$ cat config.mk
export PLATFORM = sky130hd
export DESIGN_NAME = fdc_sd_blocks_flat
export DESIGN_NICKNAME = d
export VERILOG_FILES = /design/src/logic/fdc_pkg.sv /design/src/logic/fdc_ifs.sv /design/src/logic/fdc_sd_blocks.sv /design/src/flat_wrapper.sv
export SDC_FILE = /design/constraint.sdc
export NUM_CORES = 1
export LEC_CHECK = 0
export ABC_AREA = 0
export BUFFER_PORTS_ARGS = -buffer_cell sky130_fd_sc_hd__buf_2
export CORE_MARGIN = 2
export CORE_UTILIZATION = 44
export DETAILED_ROUTE_END_ITERATION = 8
export PLACE_DENSITY = 0.85
export SKIP_LAST_GASP = 1
export SYNTH_ARGS = -nofsm -noshare
export SYNTH_HDL_FRONTEND = slang
export SYNTH_SLANG_ARGS = --single-unit
export TNS_END_PERCENT = 5
$ cat constraint.sdc
create_clock -name clk_sys -period 7.9 [get_ports clk_sys]
set_clock_uncertainty 0.1 [all_clocks]
set_input_delay 1.975 -clock clk_sys [delete_from_list [all_inputs] [get_ports clk_sys]]
set_output_delay 1.975 -clock clk_sys [all_outputs]
set_load 0.05 [all_outputs]
$ cat src/logic/fdc_pkg.sv
// fdc_pkg
// shared widths, register map, command codes, fixed disk geometry
// and state encodings for the WD1793-style floppy controller
package fdc_pkg;

	typedef logic [7:0]  fdc_byte_t;
	typedef logic [1:0]  fdc_addr_t;
	typedef logic [19:0] img_addr_t;  // byte offset in image, 1 MiB max
	typedef logic [10:0] buf_addr_t;
	typedef logic [31:0] lba_t;
	typedef logic [1:0]  blk_idx_t;
	typedef logic [8:0]  sd_off_t;
	typedef logic [10:0] byte_cnt_t;
	typedef logic [2:0]  size_sel_t;

	localparam fdc_addr_t reg_status = 2'd0;  // command on write
	localparam fdc_addr_t reg_track  = 2'd1;
	localparam fdc_addr_t reg_sector = 2'd2;
	localparam fdc_addr_t reg_data   = 2'd3;

	localparam logic [3:0] cmd_restore   = 4'h0;
	localparam logic [3:0] cmd_seek      = 4'h1;
	localparam logic [3:0] cmd_read      = 4'h8;
	localparam logic [3:0] cmd_write     = 4'hA;
	localparam logic [3:0] cmd_force_int = 4'hD;

	localparam int default_delay_cycles = 4000;
	localparam int default_lost_cycles  = 4096;

	// sectors per track for each geometry select
	function automatic fdc_byte_t spt_of(input size_sel_t sel);
		case (sel)
			3'd0:    return 8'd26;
			3'd1:    return 8'd17;
			3'd3:    return 8'd5;
			3'd4:    return 8'd10;
			default: return 8'd9;
		endcase
	endfunction

	// sector size is 128 << size code
	function automatic logic [1:0] size_code_of(input size_sel_t sel);
		case (sel)
			3'd0:    return 2'd0;
			3'd1:    return 2'd1;
			3'd3:    return 2'd3;
			default: return 2'd2;
		endcase
	endfunction

	typedef enum logic [3:0] {
		st_idle, st_search, st_load_blk, st_load_wait, st_xfer_arm, st_xfer_wait,
		st_xfer_byte, st_store_blk, st_store_wait, st_delay, st_end_cmd
	} ctrl_state_t;

	typedef enum logic [1:0] {sd_idle, sd_request, sd_wait_ack} sd_state_t;

endpackage

$ cat src/logic/fdc_ifs.sv


interface fdc_sd_if;
	logic                start;     // pulse, run blocks 0..blk_last
	logic                write;
	fdc_pkg::lba_t       lba_base;
	fdc_pkg::blk_idx_t   blk_last;
	fdc_pkg::blk_idx_t   blk;
	logic                done;

	modport ctrl (output start, write, lba_base, blk_last, input blk, done);
	modport seq  (input start, write, lba_base, blk_last, output blk, done);
endinterface

$ cat src/logic/fdc_sd_blocks.sv
// fdc_sd_blocks
// requests SD blocks lba_base+0 .. lba_base+blk_last, one at a time,
// with a synchronized ack handshake
`timescale 1ns/1ns

module fdc_sd_blocks (
	input  logic          clk_sys,
	input  logic          rst,
	input  logic          sd_ack,
	output logic          sd_rd,
	output logic          sd_wr,
	output fdc_pkg::lba_t sd_lba,
	input  logic          sd_buff_wr,
	output logic          sd_we_gated,
	fdc_sd_if.seq         sd
);

	fdc_pkg::sd_state_t state;
	logic [1:0] ack_s;  // ack synchronizer

	assign sd_lba      = sd.lba_base + fdc_pkg::lba_t'(sd.blk);
	assign sd_we_gated = sd_buff_wr & sd_ack;

	always_ff @(posedge clk_sys) begin
		if (rst) begin
			state   <= fdc_pkg::sd_idle;
			ack_s   <= '0;
			sd_rd   <= 1'b0;
			sd_wr   <= 1'b0;
			sd.blk  <= '0;
			sd.done <= 1'b0;
		end else begin
			ack_s   <= {ack_s[0], sd_ack};
			sd.done <= 1'b0;
			case (state)
				fdc_pkg::sd_idle:
					if (sd.start) begin
						sd.blk <= '0;
						state  <= fdc_pkg::sd_request;
					end
				fdc_pkg::sd_request:
					if (!ack_s[1]) begin  // previous ack gone
						sd_rd <= ~sd.write;
						sd_wr <= sd.write;
						state <= fdc_pkg::sd_wait_ack;
					end
				default:
					if (sd_rd || sd_wr) begin
						if (ack_s[1]) {sd_rd, sd_wr} <= 2'b00;
					end else if (!ack_s[1]) begin
						if (sd.blk == sd.blk_last) begin
							sd.done <= 1'b1;
							state   <= fdc_pkg::sd_idle;
						end else begin
							sd.blk <= sd.blk + 2'd1;
							state  <= fdc_pkg::sd_request;
						end
					end
			endcase
		end
	end

	// card writes into the buffer only inside a block read
	a_buff_wr_on_read: assert property (@(posedge clk_sys) disable iff (rst)
		sd_we_gated |-> (state == fdc_pkg::sd_wait_ack) && !sd.write);

endmodule

$ cat src/flat_wrapper.sv
// flat-port wrapper written by rule: the top's interface ports become plain ports
module fdc_sd_blocks_flat 
  (clk_sys, rst, sd_ack, sd_rd, sd_wr, sd_lba, sd_buff_wr, sd_we_gated, sd_start, sd_write, sd_lba_base, sd_blk_last, sd_blk, sd_done);
  fdc_sd_if sd_i ();
  input  logic clk_sys;
  input  logic rst;
  input  logic sd_ack;
  output logic sd_rd;
  output logic sd_wr;
  output fdc_pkg::lba_t sd_lba;
  input  logic sd_buff_wr;
  output logic sd_we_gated;
  input wire logic [$bits(sd_i.start)-1:0] sd_start;
  input wire logic [$bits(sd_i.write)-1:0] sd_write;
  input wire logic [$bits(sd_i.lba_base)-1:0] sd_lba_base;
  input wire logic [$bits(sd_i.blk_last)-1:0] sd_blk_last;
  output wire logic [$bits(sd_i.blk)-1:0] sd_blk;
  output wire logic [$bits(sd_i.done)-1:0] sd_done;
  assign sd_i.start = sd_start;
  assign sd_i.write = sd_write;
  assign sd_i.lba_base = sd_lba_base;
  assign sd_i.blk_last = sd_blk_last;
  assign sd_blk = sd_i.blk;
  assign sd_done = sd_i.done;
  fdc_sd_blocks u_core (.clk_sys(clk_sys), .rst(rst), .sd_ack(sd_ack), .sd_rd(sd_rd), .sd_wr(sd_wr), .sd_lba(sd_lba), .sd_buff_wr(sd_buff_wr), .sd_we_gated(sd_we_gated), .sd(sd_i));
endmodule
# Word-level counts from Yosys, hierarchy flattened
# Index checks and enable logic that the tools add are counted.
dict set report totals {
  register_bits 9
  inputBits 40
  out_inout_bits 38
}
dict set report op_classes {
  addsub 2
  n_eq_ne 8
  mux 18
  n_bitwise 4
  n_reduce_logical 8
}
# cell n
set ops {}
lappend ops {{$add A32 B2 Y32} 1}
lappend ops {{$mux W2} 8}
lappend ops {{$ne A2 B2 Y1 const B} 5}
lappend ops {{$pmux W2 S2} 2}
lappend ops {{$reduce_and A4 Y1} 2}
lappend ops {{$mux W1} 6}
lappend ops {{$reduce_and A5 Y1} 1}
lappend ops {{$reduce_or A5 Y1} 1}
lappend ops {{$pmux W1 S2} 2}
lappend ops {{$reduce_bool A2 Y1} 2}
lappend ops {{$ne A3 B3 Y1 const B} 1}
lappend ops {{$not A1 Y1} 3}
lappend ops {{$add A2 B1 Y2 const B} 1}
lappend ops {{$eq A2 B1 Y1 const B} 1}
lappend ops {{$eq A2 B2 Y1} 1}
lappend ops {{$logic_not A2 Y1} 1}
lappend ops {{$and A1 B1 Y1} 1}
lappend ops {{$logic_or A1 B1 Y1} 1}

# Logic depth before layout (Yosys ltp)
dict set report logic_depth {
  ltp_word 5
  depth_mapped 7
  ltp_nobuf 7
}

# Least setup slack after synthesis
# Ideal clock, no wire load.
dict set report synth_path {
  kind {input port to output port}
  from {input port sd_lba_base[0]}
  to {output port sd_lba[16]}
  t_arrival_ns 4.075
  required_ns 5.825
  path_slack_ns 1.750
  cell_stages 7
  path_buffers 0
  path_cell_list {ha_1 -> inv_1 -> fa_1 -> nand2b_1 -> nor4_1 -> nand3_1 -> xnor2_1}
}
dict set report synth_between {
  elab_chain_len 1
}
# element line_no
set synth_lines {}
lappend synth_lines {{start, declared} flat_wrapper.sv:15} ;# input wire logic [$bits(sd_i.lba_base)-1:0] sd_lba_base;
lappend synth_lines {{$add A32 B2 Y32} fdc_sd_blocks.sv:21} ;# assign sd_lba = sd.lba_base + fdc_pkg::lba_t'(sd.blk);
lappend synth_lines {{end, declared} flat_wrapper.sv:10} ;# output fdc_pkg::lba_t sd_lba;
# Every way passes these cells.

# Worst setup path in the final report
dict set report layout_path {
  from {input port sd_lba_base[0]}
  to {output port sd_lba[30]}
}
# The elaborated chain is that of the path after synthesis.

==> flow_results.org <==
** Power
- The design draws 0.1812 mW.
- Pwr per Cell Area :: 118.8 nW/um^2
- Summed over all cells, the static leakage comes to 0.7155 nW.
- VDD IR-drop max :: 101.5 uV

** Clock network
- Root buffer cell :: sky130_fd_sc_hd__clkbuf_4
- Cts bufs inserted :: 3
- After clock tree synthesis, the clock-pin slew on the worst setup and hold paths is 60 ps.
- The tree built by TritonCTS fans out to 9 sinks.
- Cts hold-fix bufs :: 0
- The number of gates resized after CTS was 0.
- Clk Latency, worst-skew pair :: 260 ps
- Deepest level of the CTS H-tree :: 1
- TritonCTS built the clock tree.
- No sink is reached through more buffers than the 2 on the longest clock path.
- The number of setup buffers added after CTS is 0.

** Global route
- Summed over all layers, the global routing overflow is 0.
- The number of global-route vias before repair was 1149.
- Entering global routing, the biggest net connects 11 pins.
- Wire length of the first global-routing pass :: 4726 um
- The initial antenna violation count came to 0.
- For this run, the total global-route usage over all layers was measured as 21.63%.

** Worst setup path
- In this design, the largest share of critical-path delay is due to simple AND/OR/NAND/NOR gates.
- CP most frequent cell :: sky130_fd_sc_hd__buf_2
- The worst setup path is launched from an input port.
- Worst path arrival time :: 4000 ps
- Kind of capture point of the worst setup path :: output port
- Required time at the worst-slack endpoint :: 5830 ps
- Class of the most critical setup path :: in -> out
- Maximum fanout count along the critical path :: 6
- The largest single stage delay on the critical path is 410 ps.
- Critical Path Slowest Stage Cell :: sky130_fd_sc_hd__fa_1
- Traced cell by cell, the critical path runs through buf_2, ha_1, inv_1, fa_1, nor2b_1, nand4_1, nor4_1, xor2_1, buf_2.
- In this run the register-to-register setup slack is 6170 ps.
- Combined buffer and inverter count along the critical path :: 3

** Floorplan
- For this configuration, the core starts out at a cell density of 45.33%.
- Number of primary I/O pins :: 78
- Floorplan die height :: 53.83 um
- From left edge to right edge, the die measures 53.83 um.
- Number of standard-cell rows in the floorplan :: 18
- The floorplan step defined a die boundary enclosing 2897 um^2.
- Placeable core region :: 2410 um^2

** Yosys
- For this run, the leading register cell type out of synthesis is sky130_fd_sc_hd__dfxtp_1.
- Sequential cells were found to cover 16.49% of the synthesized design area.
- Number of warnings printed during yosys synthesis :: 0
- A synthesized cell averages 7.331 um^2.
- Cell type with the highest aggregate area in the netlist :: sky130_fd_sc_hd__dfxtp_1
- Counting flops with an async set or reset pin after synthesis yields a share of 0%.
- Count of flip-flops with a built-in enable after synthesis :: 0
- Top area cells in the synthesized netlist :: sky130_fd_sc_hd__dfxtp_1 (16%), sky130_fd_sc_hd__xor2_1 (14%), sky130_fd_sc_hd__xnor2_1 (11%)
- Distinct cells, synth :: 31
- Summing every instance area after synthesis gives 1092 um^2.
- Proportion of netlist area held by the largest area contributor :: 16.49%
- Cell count after synthesis :: 149
- In this run, synthesis produced a sequential element count of 9.
- Synthesized netlist net count :: 192

** Drt
- Via/cell ratio :: 5.133
- Routed wire per std cell :: 11.41 um
- The routed design has 2922 um of wire.
- The detailed router finished its first iteration with 24 violations.
- Pre-antenna DRT Iters :: 4
- Number of vias after detailed routing :: 1314
- Post-route ant nets :: 0
- For this run, design rule violations remaining after detail routing come to 0.

** Placement
- The placed instances occupy a cell area of 1499 um^2.
- The count of buffers added on input and output ports is 77.
- Weighted congestion reported at the end of routability-driven placement :: 0.7391
- After detailed placement, the design holds a cell count of 252.
- DP HPWL :: 2418 um

** Finish
- Diode insertion count for antenna repair :: 0
- Most frequent cells in the layout :: sky130_fd_sc_hd__buf_2 (77), sky130_fd_sc_hd__xor2_1 (18), sky130_fd_sc_hd__xnor2_1 (14)
- Final instance area :: 1525 um^2
- Post-synthesis to final-layout area growth :: 39.63%
- Cells with a size suffix above 1 make up 36.73% of the layout.
- Final-stage net count :: 270
- Leaving out fill and tap cells, the most frequent cell in the layout is sky130_fd_sc_hd__buf_2.
- Cells fill 63.29% of the core in the end.
- For this run, the number of standard cells in the final layout without fillers is 256.

** Job
- Across the run, the number of max-cap violations was 0.

** Timing
- At the pin with the least slew margin, the transition time is 628.0 ps.
- The worst path needs 6072 ps of the cycle, external delays included.
- Final critical-path share of the clock period :: 76.86%
- Number of failing setup endpoints in the final timing report :: 0
- Adding up every negative setup slack in the final design gives 0 ps.
- Derived from the worst setup path, the maximum achievable clock frequency is 164.7 MHz.
- Final hold violation count :: 0
- Setup repair after global routing left no endpoint under its margin.
- In this run the tightest slew margin relative to its limit is 57.75%.
- The number of slew-limit violations in the final report was 0.

** Worst hold path
- Tightest Hold Check Type :: reg -> reg

** Outcome
- Outcome :: finished, final reports clean
cell families after synthesis:
| family | share of synthesized area, % |
|---|---|
| buffers and inverters | 4.238 |
| XOR/XNOR | 25.66 |
| AND/OR/NAND/NOR | 43.07 |
| flip-flops | 16.49 |
| adder cells (fa/ha/maj) | 4.123 |
| AO/OA/AOI/OAI | 6.416 |
registers in the layout, indices dropped and copies added, names as in the netlist:
name,cells
u_core.sd.blk,2
u_core.ack_s,2
u_core.sd.done,1
u_core.sd_wr,1
u_core.sd_rd,1
u_core.state,2
final timing paths:
check / from / endpoint / cells past startpoint
setup / recovery: sd_lba_base[0] / sd_lba[30] / 9
hold / removal: u_core.ack_s[0]$_SDFF_PP0_ / u_core.ack_s[1]$_SDFF_PP0_ / 1
setup reg to reg: u_core.state[1]$_SDFFE_PP0P_ / u_core.sd.blk[1]$_SDFFE_PP0P_ / 4
hold reg to reg: u_core.ack_s[0]$_SDFF_PP0_ / u_core.ack_s[1]$_SDFF_PP0_ / 1
stage by stage:
step | hold slack [ps] | setup slack [ps]
CTS | 362.2 | 1809
global route | 371.0 | 1592
global placement | 317.0 | 1872
detailed placement | 348.6 | 1816
finish | 361.0 | 1828
floorplan | 313.8 | 1750
routing by layer:
metal | global-route usage, % | routed length (um) | up-vias
met2 | 34.15 | 1424 | 51
met1 | 29.24 | 1284 | 574
met3 | 2.500 | 183 | 4
met5 | 0 | 0 | -
met4 | 9.829 | 30 | 0
li1 | - | - | 685
cells in the mapped netlist (2+ instances only):
master                      n
sky130_fd_sc_hd__nor4_1     4
sky130_fd_sc_hd__and3_1     4
sky130_fd_sc_hd__inv_1      8
sky130_fd_sc_hd__clkbuf_1   3
sky130_fd_sc_hd__nand4_1    8
sky130_fd_sc_hd__xnor2_1   14
sky130_fd_sc_hd__nand3b_1   4
sky130_fd_sc_hd__a21oi_1    8
sky130_fd_sc_hd__nand3_1   13
sky130_fd_sc_hd__and4_1     4
sky130_fd_sc_hd__nor3_1     9
sky130_fd_sc_hd__dfxtp_1    9
sky130_fd_sc_hd__ha_1       2
sky130_fd_sc_hd__nor2b_1    3
sky130_fd_sc_hd__xor2_1    18
sky130_fd_sc_hd__nand2b_1   2
sky130_fd_sc_hd__nor2_1    11
sky130_fd_sc_hd__nand2_1   12
power by group:
part / switching (mW) / internal, mW
Clock: 0.0163 / 0.0195
Combinational: 0.0651 / 0.0271
Sequential: 0.00453 / 0.0486
Total: 0.0860 / 0.0952
layout make-up:
cell class                 count  area [um^2]
inverter                       8        30.03
sequential                     9        180.2
timing repair buffer          77        385.4
tap                           30        37.54
clock buffer                   4        26.28
multi-input combinational    128        865.8
fill                         233        884.6
(Power assumes the default switching activity.)
