**config.mk**
```make
export PLATFORM = sky130hd
export DESIGN_NAME = fdc_host_port_flat
export DESIGN_NICKNAME = d
export VERILOG_FILES = /design/src/logic/fdc_pkg.sv /design/src/logic/fdc_ifs.sv /design/src/logic/fdc_host_port.sv /design/src/flat_wrapper.sv
export SDC_FILE = /design/constraint.sdc
export NUM_CORES = 1
export LEC_CHECK = 0
export ABC_AREA = 1
export CAP_MARGIN = 25
export CORE_ASPECT_RATIO = 1.2
export CORE_MARGIN = 1
export CORE_UTILIZATION = 45
export CTS_BUF_LIST = sky130_fd_sc_hd__clkbuf_16
export CTS_CLUSTER_SIZE = 12
export DETAILED_ROUTE_END_ITERATION = 12
export DONT_BUFFER_PORTS = 1
export GPL_TIMING_DRIVEN = 0
export PLACE_DENSITY_LB_ADDON = 0.12
export SLEW_MARGIN = 20
export SYNTH_ARGS = -nofsm -noshare
export SYNTH_HDL_FRONTEND = slang
export SYNTH_SLANG_ARGS = --single-unit
```
**constraint.sdc**
```tcl
create_clock -name clk_sys -period 3.2 [get_ports clk_sys]
set_input_delay 0.64 -clock clk_sys [delete_from_list [all_inputs] [get_ports clk_sys]]
set_output_delay 0.64 -clock clk_sys [all_outputs]
set_load 0.02 [all_outputs]
```
**src/logic/fdc_pkg.sv**
```systemverilog
// fdc_pkg
// shared widths, register map, command codes, fixed disk geometry
// and state encodings for the WD1793-style floppy controller
package fdc_pkg;

	typedef logic [7:0]  fdc_byte_t;
	typedef logic [1:0]  fdc_addr_t;
	typedef logic [19:0] img_addr_t;  // byte offset in image, 1 MiB max
	typedef logic [10:0] buf_addr_t;
	typedef logic [31:0] lba_t;
	typedef logic [1:0]  blk_idx_t;
	typedef logic [8:0]  sd_off_t;
	typedef logic [10:0] byte_cnt_t;
	typedef logic [2:0]  size_sel_t;

	localparam fdc_addr_t reg_status = 2'd0;  // command on write
	localparam fdc_addr_t reg_track  = 2'd1;
	localparam fdc_addr_t reg_sector = 2'd2;
	localparam fdc_addr_t reg_data   = 2'd3;

	localparam logic [3:0] cmd_restore   = 4'h0;
	localparam logic [3:0] cmd_seek      = 4'h1;
	localparam logic [3:0] cmd_read      = 4'h8;
	localparam logic [3:0] cmd_write     = 4'hA;
	localparam logic [3:0] cmd_force_int = 4'hD;

	localparam int default_delay_cycles = 4000;
	localparam int default_lost_cycles  = 4096;

	// sectors per track for each geometry select
	function automatic fdc_byte_t spt_of(input size_sel_t sel);
		case (sel)
			3'd0:    return 8'd26;
			3'd1:    return 8'd17;
			3'd3:    return 8'd5;
			3'd4:    return 8'd10;
			default: return 8'd9;
		endcase
	endfunction

	// sector size is 128 << size code
	function automatic logic [1:0] size_code_of(input size_sel_t sel);
		case (sel)
			3'd0:    return 2'd0;
			3'd1:    return 2'd1;
			3'd3:    return 2'd3;
			default: return 2'd2;
		endcase
	endfunction

	typedef enum logic [3:0] {
		st_idle, st_search, st_load_blk, st_load_wait, st_xfer_arm, st_xfer_wait,
		st_xfer_byte, st_store_blk, st_store_wait, st_delay, st_end_cmd
	} ctrl_state_t;

	typedef enum logic [1:0] {sd_idle, sd_request, sd_wait_ack} sd_state_t;

endpackage

```
**src/logic/fdc_ifs.sv**
```systemverilog
// internal links of the floppy controller
// command path between host port and controller, block path to the SD sequencer
`timescale 1ns/1ns

interface fdc_cmd_if;
	logic               cmd_stb;     // one cycle, command written
	fdc_pkg::fdc_byte_t cmd_byte;
	fdc_pkg::fdc_byte_t data_reg;
	fdc_pkg::fdc_byte_t sector_reg;
	logic               rd_done;     // host consumed data byte
	logic               wr_done;     // host supplied data byte
	logic               busy;
	logic               drq;
	logic [7:1]         status_flags;
	logic               track_ld;
	fdc_pkg::fdc_byte_t track_val;
	logic               sector_inc;
	logic               sector_one;
	logic               cmd_done;

	modport host (output cmd_stb, cmd_byte, data_reg, sector_reg, rd_done, wr_done,
		input busy, drq, status_flags, track_ld, track_val, sector_inc, sector_one, cmd_done);
	modport ctrl (input cmd_stb, cmd_byte, data_reg, sector_reg, rd_done, wr_done,
		output busy, drq, status_flags, track_ld, track_val, sector_inc, sector_one, cmd_done);
endinterface


```
**src/logic/fdc_host_port.sv**
```systemverilog
// fdc_host_port
// host bus side: strobe edges, track/sector/data registers,
// interrupt flag and read mux
`timescale 1ns/1ns

module fdc_host_port (
	input  logic               clk_sys,
	input  logic               rst,
	input  logic               rd,
	input  logic               wr,
	input  fdc_pkg::fdc_addr_t addr,
	input  fdc_pkg::fdc_byte_t din,
	input  fdc_pkg::fdc_byte_t buf_rdata,
	input  logic               xfer_rd,
	output fdc_pkg::fdc_byte_t dout,
	output logic               intrq,
	fdc_cmd_if.host            cmd
);

	logic               old_rd, old_wr;
	fdc_pkg::fdc_addr_t cur_addr;    // address seen at strobe rise
	fdc_pkg::fdc_byte_t track_reg;
	logic               wr_rise, rd_rise, rd_fall, wr_fall;

	assign wr_rise = wr & ~old_wr;
	assign rd_rise = rd & ~old_rd;
	assign rd_fall = old_rd & ~rd;
	assign wr_fall = old_wr & ~wr;

	always_ff @(posedge clk_sys) begin
		if (rst) begin
			old_rd         <= 1'b0;
			old_wr         <= 1'b0;
			cur_addr       <= fdc_pkg::reg_status;
			cmd.cmd_stb    <= 1'b0;
			cmd.rd_done    <= 1'b0;
			cmd.wr_done    <= 1'b0;
			track_reg      <= '0;
			cmd.sector_reg <= 8'd1;
			cmd.data_reg   <= '0;
			intrq          <= 1'b0;
		end else begin
			old_rd <= rd;
			old_wr <= wr;
			if (rd_rise || wr_rise)
				cur_addr <= addr;

			cmd.cmd_stb <= wr_rise && (addr == fdc_pkg::reg_status);
			cmd.rd_done <= rd_fall && (cur_addr == fdc_pkg::reg_data);
			cmd.wr_done <= wr_fall && (cur_addr == fdc_pkg::reg_data);

			// controller updates first, host writes win while idle
			if (cmd.track_ld)
				track_reg <= cmd.track_val;
			if (cmd.sector_one)
				cmd.sector_reg <= 8'd1;
			else if (cmd.sector_inc)
				cmd.sector_reg <= cmd.sector_reg + 8'd1;

			if (wr_rise) begin
				case (addr)
					fdc_pkg::reg_track:  if (!cmd.busy) track_reg <= din;
					fdc_pkg::reg_sector: if (!cmd.busy) cmd.sector_reg <= din;
					fdc_pkg::reg_data:   cmd.data_reg <= din;
					default: ;
				endcase
			end

			if (cmd.cmd_done)
				intrq <= 1'b1;
			if (cmd.cmd_stb || (rd_fall && cur_addr == fdc_pkg::reg_status))
				intrq <= 1'b0;  // cleared by new command or status read
		end
	end

	always_ff @(posedge clk_sys) begin
		if (wr_rise && addr == fdc_pkg::reg_status)
			cmd.cmd_byte <= din;
	end

	always_comb begin
		case (addr)
			fdc_pkg::reg_status: dout = {cmd.status_flags, cmd.busy};
			fdc_pkg::reg_track:  dout = track_reg;
			fdc_pkg::reg_sector: dout = cmd.sector_reg;
			default:             dout = xfer_rd ? buf_rdata : cmd.data_reg;
		endcase
	end

	// controller register updates only arrive while a command runs
	a_ctrl_upd_busy: assert property (@(posedge clk_sys) disable iff (rst)
		(cmd.track_ld || cmd.sector_inc || cmd.sector_one) |-> cmd.busy);

endmodule

```
**src/flat_wrapper.sv**
```systemverilog
// flat-port wrapper written by rule: the top's interface ports become plain ports
module fdc_host_port_flat 
  (clk_sys, rst, rd, wr, addr, din, buf_rdata, xfer_rd, dout, intrq, cmd_cmd_stb, cmd_cmd_byte, cmd_data_reg, cmd_sector_reg, cmd_rd_done, cmd_wr_done, cmd_busy, cmd_drq, cmd_status_flags, cmd_track_ld, cmd_track_val, cmd_sector_inc, cmd_sector_one, cmd_cmd_done);
  fdc_cmd_if cmd_i ();
  input  logic clk_sys;
  input  logic rst;
  input  logic rd;
  input  logic wr;
  input  fdc_pkg::fdc_addr_t addr;
  input  fdc_pkg::fdc_byte_t din;
  input  fdc_pkg::fdc_byte_t buf_rdata;
  input  logic xfer_rd;
  output fdc_pkg::fdc_byte_t dout;
  output logic intrq;
  output wire logic [$bits(cmd_i.cmd_stb)-1:0] cmd_cmd_stb;
  output wire logic [$bits(cmd_i.cmd_byte)-1:0] cmd_cmd_byte;
  output wire logic [$bits(cmd_i.data_reg)-1:0] cmd_data_reg;
  output wire logic [$bits(cmd_i.sector_reg)-1:0] cmd_sector_reg;
  output wire logic [$bits(cmd_i.rd_done)-1:0] cmd_rd_done;
  output wire logic [$bits(cmd_i.wr_done)-1:0] cmd_wr_done;
  input wire logic [$bits(cmd_i.busy)-1:0] cmd_busy;
  input wire logic [$bits(cmd_i.drq)-1:0] cmd_drq;
  input wire logic [$bits(cmd_i.status_flags)-1:0] cmd_status_flags;
  input wire logic [$bits(cmd_i.track_ld)-1:0] cmd_track_ld;
  input wire logic [$bits(cmd_i.track_val)-1:0] cmd_track_val;
  input wire logic [$bits(cmd_i.sector_inc)-1:0] cmd_sector_inc;
  input wire logic [$bits(cmd_i.sector_one)-1:0] cmd_sector_one;
  input wire logic [$bits(cmd_i.cmd_done)-1:0] cmd_cmd_done;
  assign cmd_cmd_stb = cmd_i.cmd_stb;
  assign cmd_cmd_byte = cmd_i.cmd_byte;
  assign cmd_data_reg = cmd_i.data_reg;
  assign cmd_sector_reg = cmd_i.sector_reg;
  assign cmd_rd_done = cmd_i.rd_done;
  assign cmd_wr_done = cmd_i.wr_done;
  assign cmd_i.busy = cmd_busy;
  assign cmd_i.drq = cmd_drq;
  assign cmd_i.status_flags = cmd_status_flags;
  assign cmd_i.track_ld = cmd_track_ld;
  assign cmd_i.track_val = cmd_track_val;
  assign cmd_i.sector_inc = cmd_sector_inc;
  assign cmd_i.sector_one = cmd_sector_one;
  assign cmd_i.cmd_done = cmd_cmd_done;
  fdc_host_port u_core (.clk_sys(clk_sys), .rst(rst), .rd(rd), .wr(wr), .addr(addr), .din(din), .buf_rdata(buf_rdata), .xfer_rd(xfer_rd), .dout(dout), .intrq(intrq), .cmd(cmd_i));
endmodule
```
* Yosys cells after proc, flatten, opt, wreduce, memory -nomap -nowiden
Index checks and enable logic that the tools add are counted.
** Storage, ports and cells
- Register bits :: 40
- Bits of input ports :: 44
- Logic and storage cells :: 45
** Cells by class
- Add/sub/neg operators :: 1
- Eq/ne operators :: 4
- Mux-type cells :: 11
- Bitwise logic cells :: 8
- Reduce and logical (&&, ||, !) cells :: 10
** Operators with widths (count)
- 2-to-1 mux 8 bit :: 10
- case mux 8 bit (3 select lines) :: 1
- adder 8 x 1 -> 8 bit, second input constant :: 1
- == test 2 bit, second input constant :: 3
- AND 1 bit :: 4
- logical AND 1 bit :: 4
- logical NOT 2 bit :: 2
- inverter 1 bit :: 4
- == test 2 x 1 -> 1 bit, second input constant :: 1
- logical OR 1 bit :: 2
- AND reduction 2 bit :: 1
- OR reduction 2 bit :: 1

* Depth between registers and ports, before layout
- Word-level depth :: 6
- Depth in mapped cells :: 8
- Mapped depth without buffers :: 8

* Worst setup path after synthesis
Ideal clock, no wire load.
- Path kind :: input to output
- From :: input port addr[1]
- To :: output port dout[3]
- Arrival :: 1.402 ns
- Slack :: 1.158 ns
- Stages :: 5
- Path buffers :: 0
- Cells stage by stage :: nor2_1 > nand2_1 > o21ai_0 > a21oi_1 > o21ai_0
** Between the ends
- Cells in the longest elaborated chain, start to end :: 2
- Elaborated cells between the ends (all ways) :: 4
** RTL lines
- start, declared :: RTL line flat_wrapper.sv:9 : input fdc_pkg::fdc_addr_t addr;
- == test 2 bit, or another cell as far along :: RTL line fdc_host_port.sv:82 : case (addr)
- case mux 8 bit (3 select lines) (*) :: RTL line fdc_host_port.sv:82
- end, declared :: RTL line flat_wrapper.sv:13 : output fdc_pkg::fdc_byte_t dout;
Every way passes the cells marked *; elsewhere a longest branch is shown, timed or not.

* Final worst setup path
Ends and elaborated chain as after synthesis.

==> flow_summary.json <==
{
  "status": "finished, final reports clean",
  "ctsHoldBuffers": 0,
  "layoutNonFillerInstCount": 318,
  "antenna_found_initial": 0,
  "drive_above_1_share": 0.0833,
  "maxSlewHeadroom": 0.507,
  "ys_warn_count": 0,
  "core_area_um2": 4000,
  "rows": 25,
  "fin_nets": 308,
  "fin_util": 0.527,
  "htreeDepth": 2,
  "grt_overflow_total": 0,
  "critPathRequiredTime_ps": 2560,
  "syn-num-nets": 301,
  "final.min_clock_period_ps": 2390,
  "synth_area_um2": 1900,
  "port_buffers": 0,
  "slew_viol_final": 0,
  "top_level_ports": 80,
  "synth_cell_type_count": 28,
  "startpoint_type": "primary input",
  "synth-simple-area-share": 0.198,
  "wire_per_inst_um": 15.3,
  "start_util": 0.476,
  "dp.cells": 310,
  "fmax_ghz": 0.418,
  "antenna_left": 0,
  "p_leak_nw": 0.865,
  "ctsRootBufferMaster": "clkbuf_16",
  "muxShareOfSynthArea": 0.00591,
  "viasPerCell": 5.23,
  "crit_arrival_ps": 1750,
  "power_w": 0.00114,
  "synth-compound-area-share": 0.225,
  "critical_path_class": "in -> out",
  "drc": 0,
  "hold_path.startpoint": "wr",
  "holdCritPathClass": "in -> reg",
  "area_growth_pct": 10.8,
  "synthAdderAreaFrac": 0.00657,
  "period_share": 0.748,
  "clockBufferDepth": 2,
  "grt_first_pass_wirelength_mm": 7.41,
  "antenna_cells": 0,
  "clk_pin_slew_ps": 50,
  "power_density_nw_per_um2": 540,
  "dp_hpwl_mm": 3.73,
  "fp.dieW_um": 61.4,
  "vias": 1664,
  "cp_top_family": "simple AND/OR/NAND/NOR gates",
  "cap_violations": 0,
  "cts_tree": "built",
  "synth_top_family_by_area": "compound AO/OA/AOI/OAI gates",
  "reg2reg_from": "u_core.cmd.sector_reg[0]",
  "critPathBufInv": 0,
  "grt_usage": 0.234,
  "cp-end-kind": "output port",
  "synthXorXnorAreaFrac": 0.00920,
  "synth-seq-cells": 40,
  "syn_area_per_cell_um2": 7.44,
  "routed_wl_mm": 4.86,
  "critPathLaunch": "addr[1]",
  "worst_path_largest_cell_delay_ps": 510,
  "cts_resized": 0,
  "crit_path_top_delay_cell": "nor2_1",
  "finalHoldViolCount": 0,
  "dr.pass1.iters": 4,
  "grt_pass1_vias": 1519,
  "setup_violations": 0,
  "worst_pin_slew_ps": 736,
  "whs_ps": 432,
  "numClockSinks": 40,
  "tns_ps": 0,
  "grt_max_degree": 13,
  "die-area_um2": 4500,
  "ir_drop_v": 0.000237,
  "crit_fanout": 9,
  "worstSkewPairLatency_ps": 280,
  "place.gp.congestion": 0.810,
  "die_y_um": 73.3,
  "crit_top_cell": "o21ai_0",
  "fin_skew_ps": 1.65,
  "post_cts_buffers": 0,
  "cts_buffers": 5,
  "rsz0062_at_grt": "no",
  "postSynthCellCount": 256,
  "path_cells": "nor2_1, nand2_1, o21ai_0, a21oi_1, o21ai_0",
  "drt_iter0_drc": 89,
  "yosysSeqAreaShare": 0.463
}
[layout by cell type, fill, tap and decap left out, drive strengths merged, types with 3 or more instances in the layout]
cell	instances
a21oi	30
nand2	56
nor3	4
o2111ai	3
edfxtp	8
dfxtp	32
clkbuf	8
buf	3
nor2	18
clkinv	3
nand3	5
inv	38
o21ai	46
[path summary, 6_finish.rpt]
kind / to / slack, ps / cells past startpoint
worst min register to register: u_core.cmd.wr_done / 450 / 2
worst max register to register: u_core.cmd.sector_reg[6] / 1690 / 8
worst min-delay path: u_core.cmd.wr_done / 430 / 1
worst max-delay path: dout[3] / 810 / 5
[routing by layer]
layer / track usage / share of wire / vias up
met3: 0.0546 / 0.068 / 7
met1: 0.311 / 0.44 / 732
li1: - / - / 863
met5: 0 / 0 / -
met2: 0.368 / 0.47 / 62
met4: 0.0840 / 0.016 / 0
[cells in the mapped netlist, drive strengths merged]
cell / count / area share
nand2: 56 / 0.11
o21ai: 46 / 0.12
inv: 38 / 0.075
dfxtp: 32 / 0.34
a21oi: 30 / 0.083
nor2: 18 / 0.037
edfxtp: 8 / 0.13
nand3: 5 / 0.016
nor3: 4 / 0.016
buf: 3 / 0.012
clkbuf: 3 / 0.0059
o2111ai: 3 / 0.014
nand3b: 2 / 0.0079
nand4: 2 / 0.0066
xor2: 2 / 0.0092
ha: 1 / 0.0066
mux2: 1 / 0.0059
nor4: 1 / 0.0033
o22ai: 1 / 0.0033
[metrics by stage]
stage	setup WS, ps	area (µm²)
after floorplan	1160	1900
after global placement	778	1970
after detailed placement	766	1970
after CTS	742	2110
after global routing	674	2110
final	807	2110
[layout make-up]
| class | instances | area, µm² |
|---|---|---|
| inverter | 38 | 143 |
| clock buffer | 5 | 125 |
| fill | 418 | 1890 |
| tap | 54 | 67.6 |
| clock inverter | 3 | 13.8 |
| buffer | 6 | 33.8 |
| multi-input combinational | 172 | 847 |
| sequential | 40 | 881 |
[cells by family after synthesis]
family | after synthesis
mux | 1
flops | 40
buf+inv | 44
simple gates | 88
xor+xnor | 2
fa+ha+maj | 1
compound gates | 80
[power by group]
part | total [W] | leakage (nW) | switching, W | internal, W
registers | 0.000565 | 0.335 | 0.0000285 | 0.000537
clock network | 0.000470 | 0.0710 | 0.000188 | 0.000283
logic | 0.000104 | 0.459 | 0.0000720 | 0.0000321
Note: power is estimated with default switching activity, not from simulation.
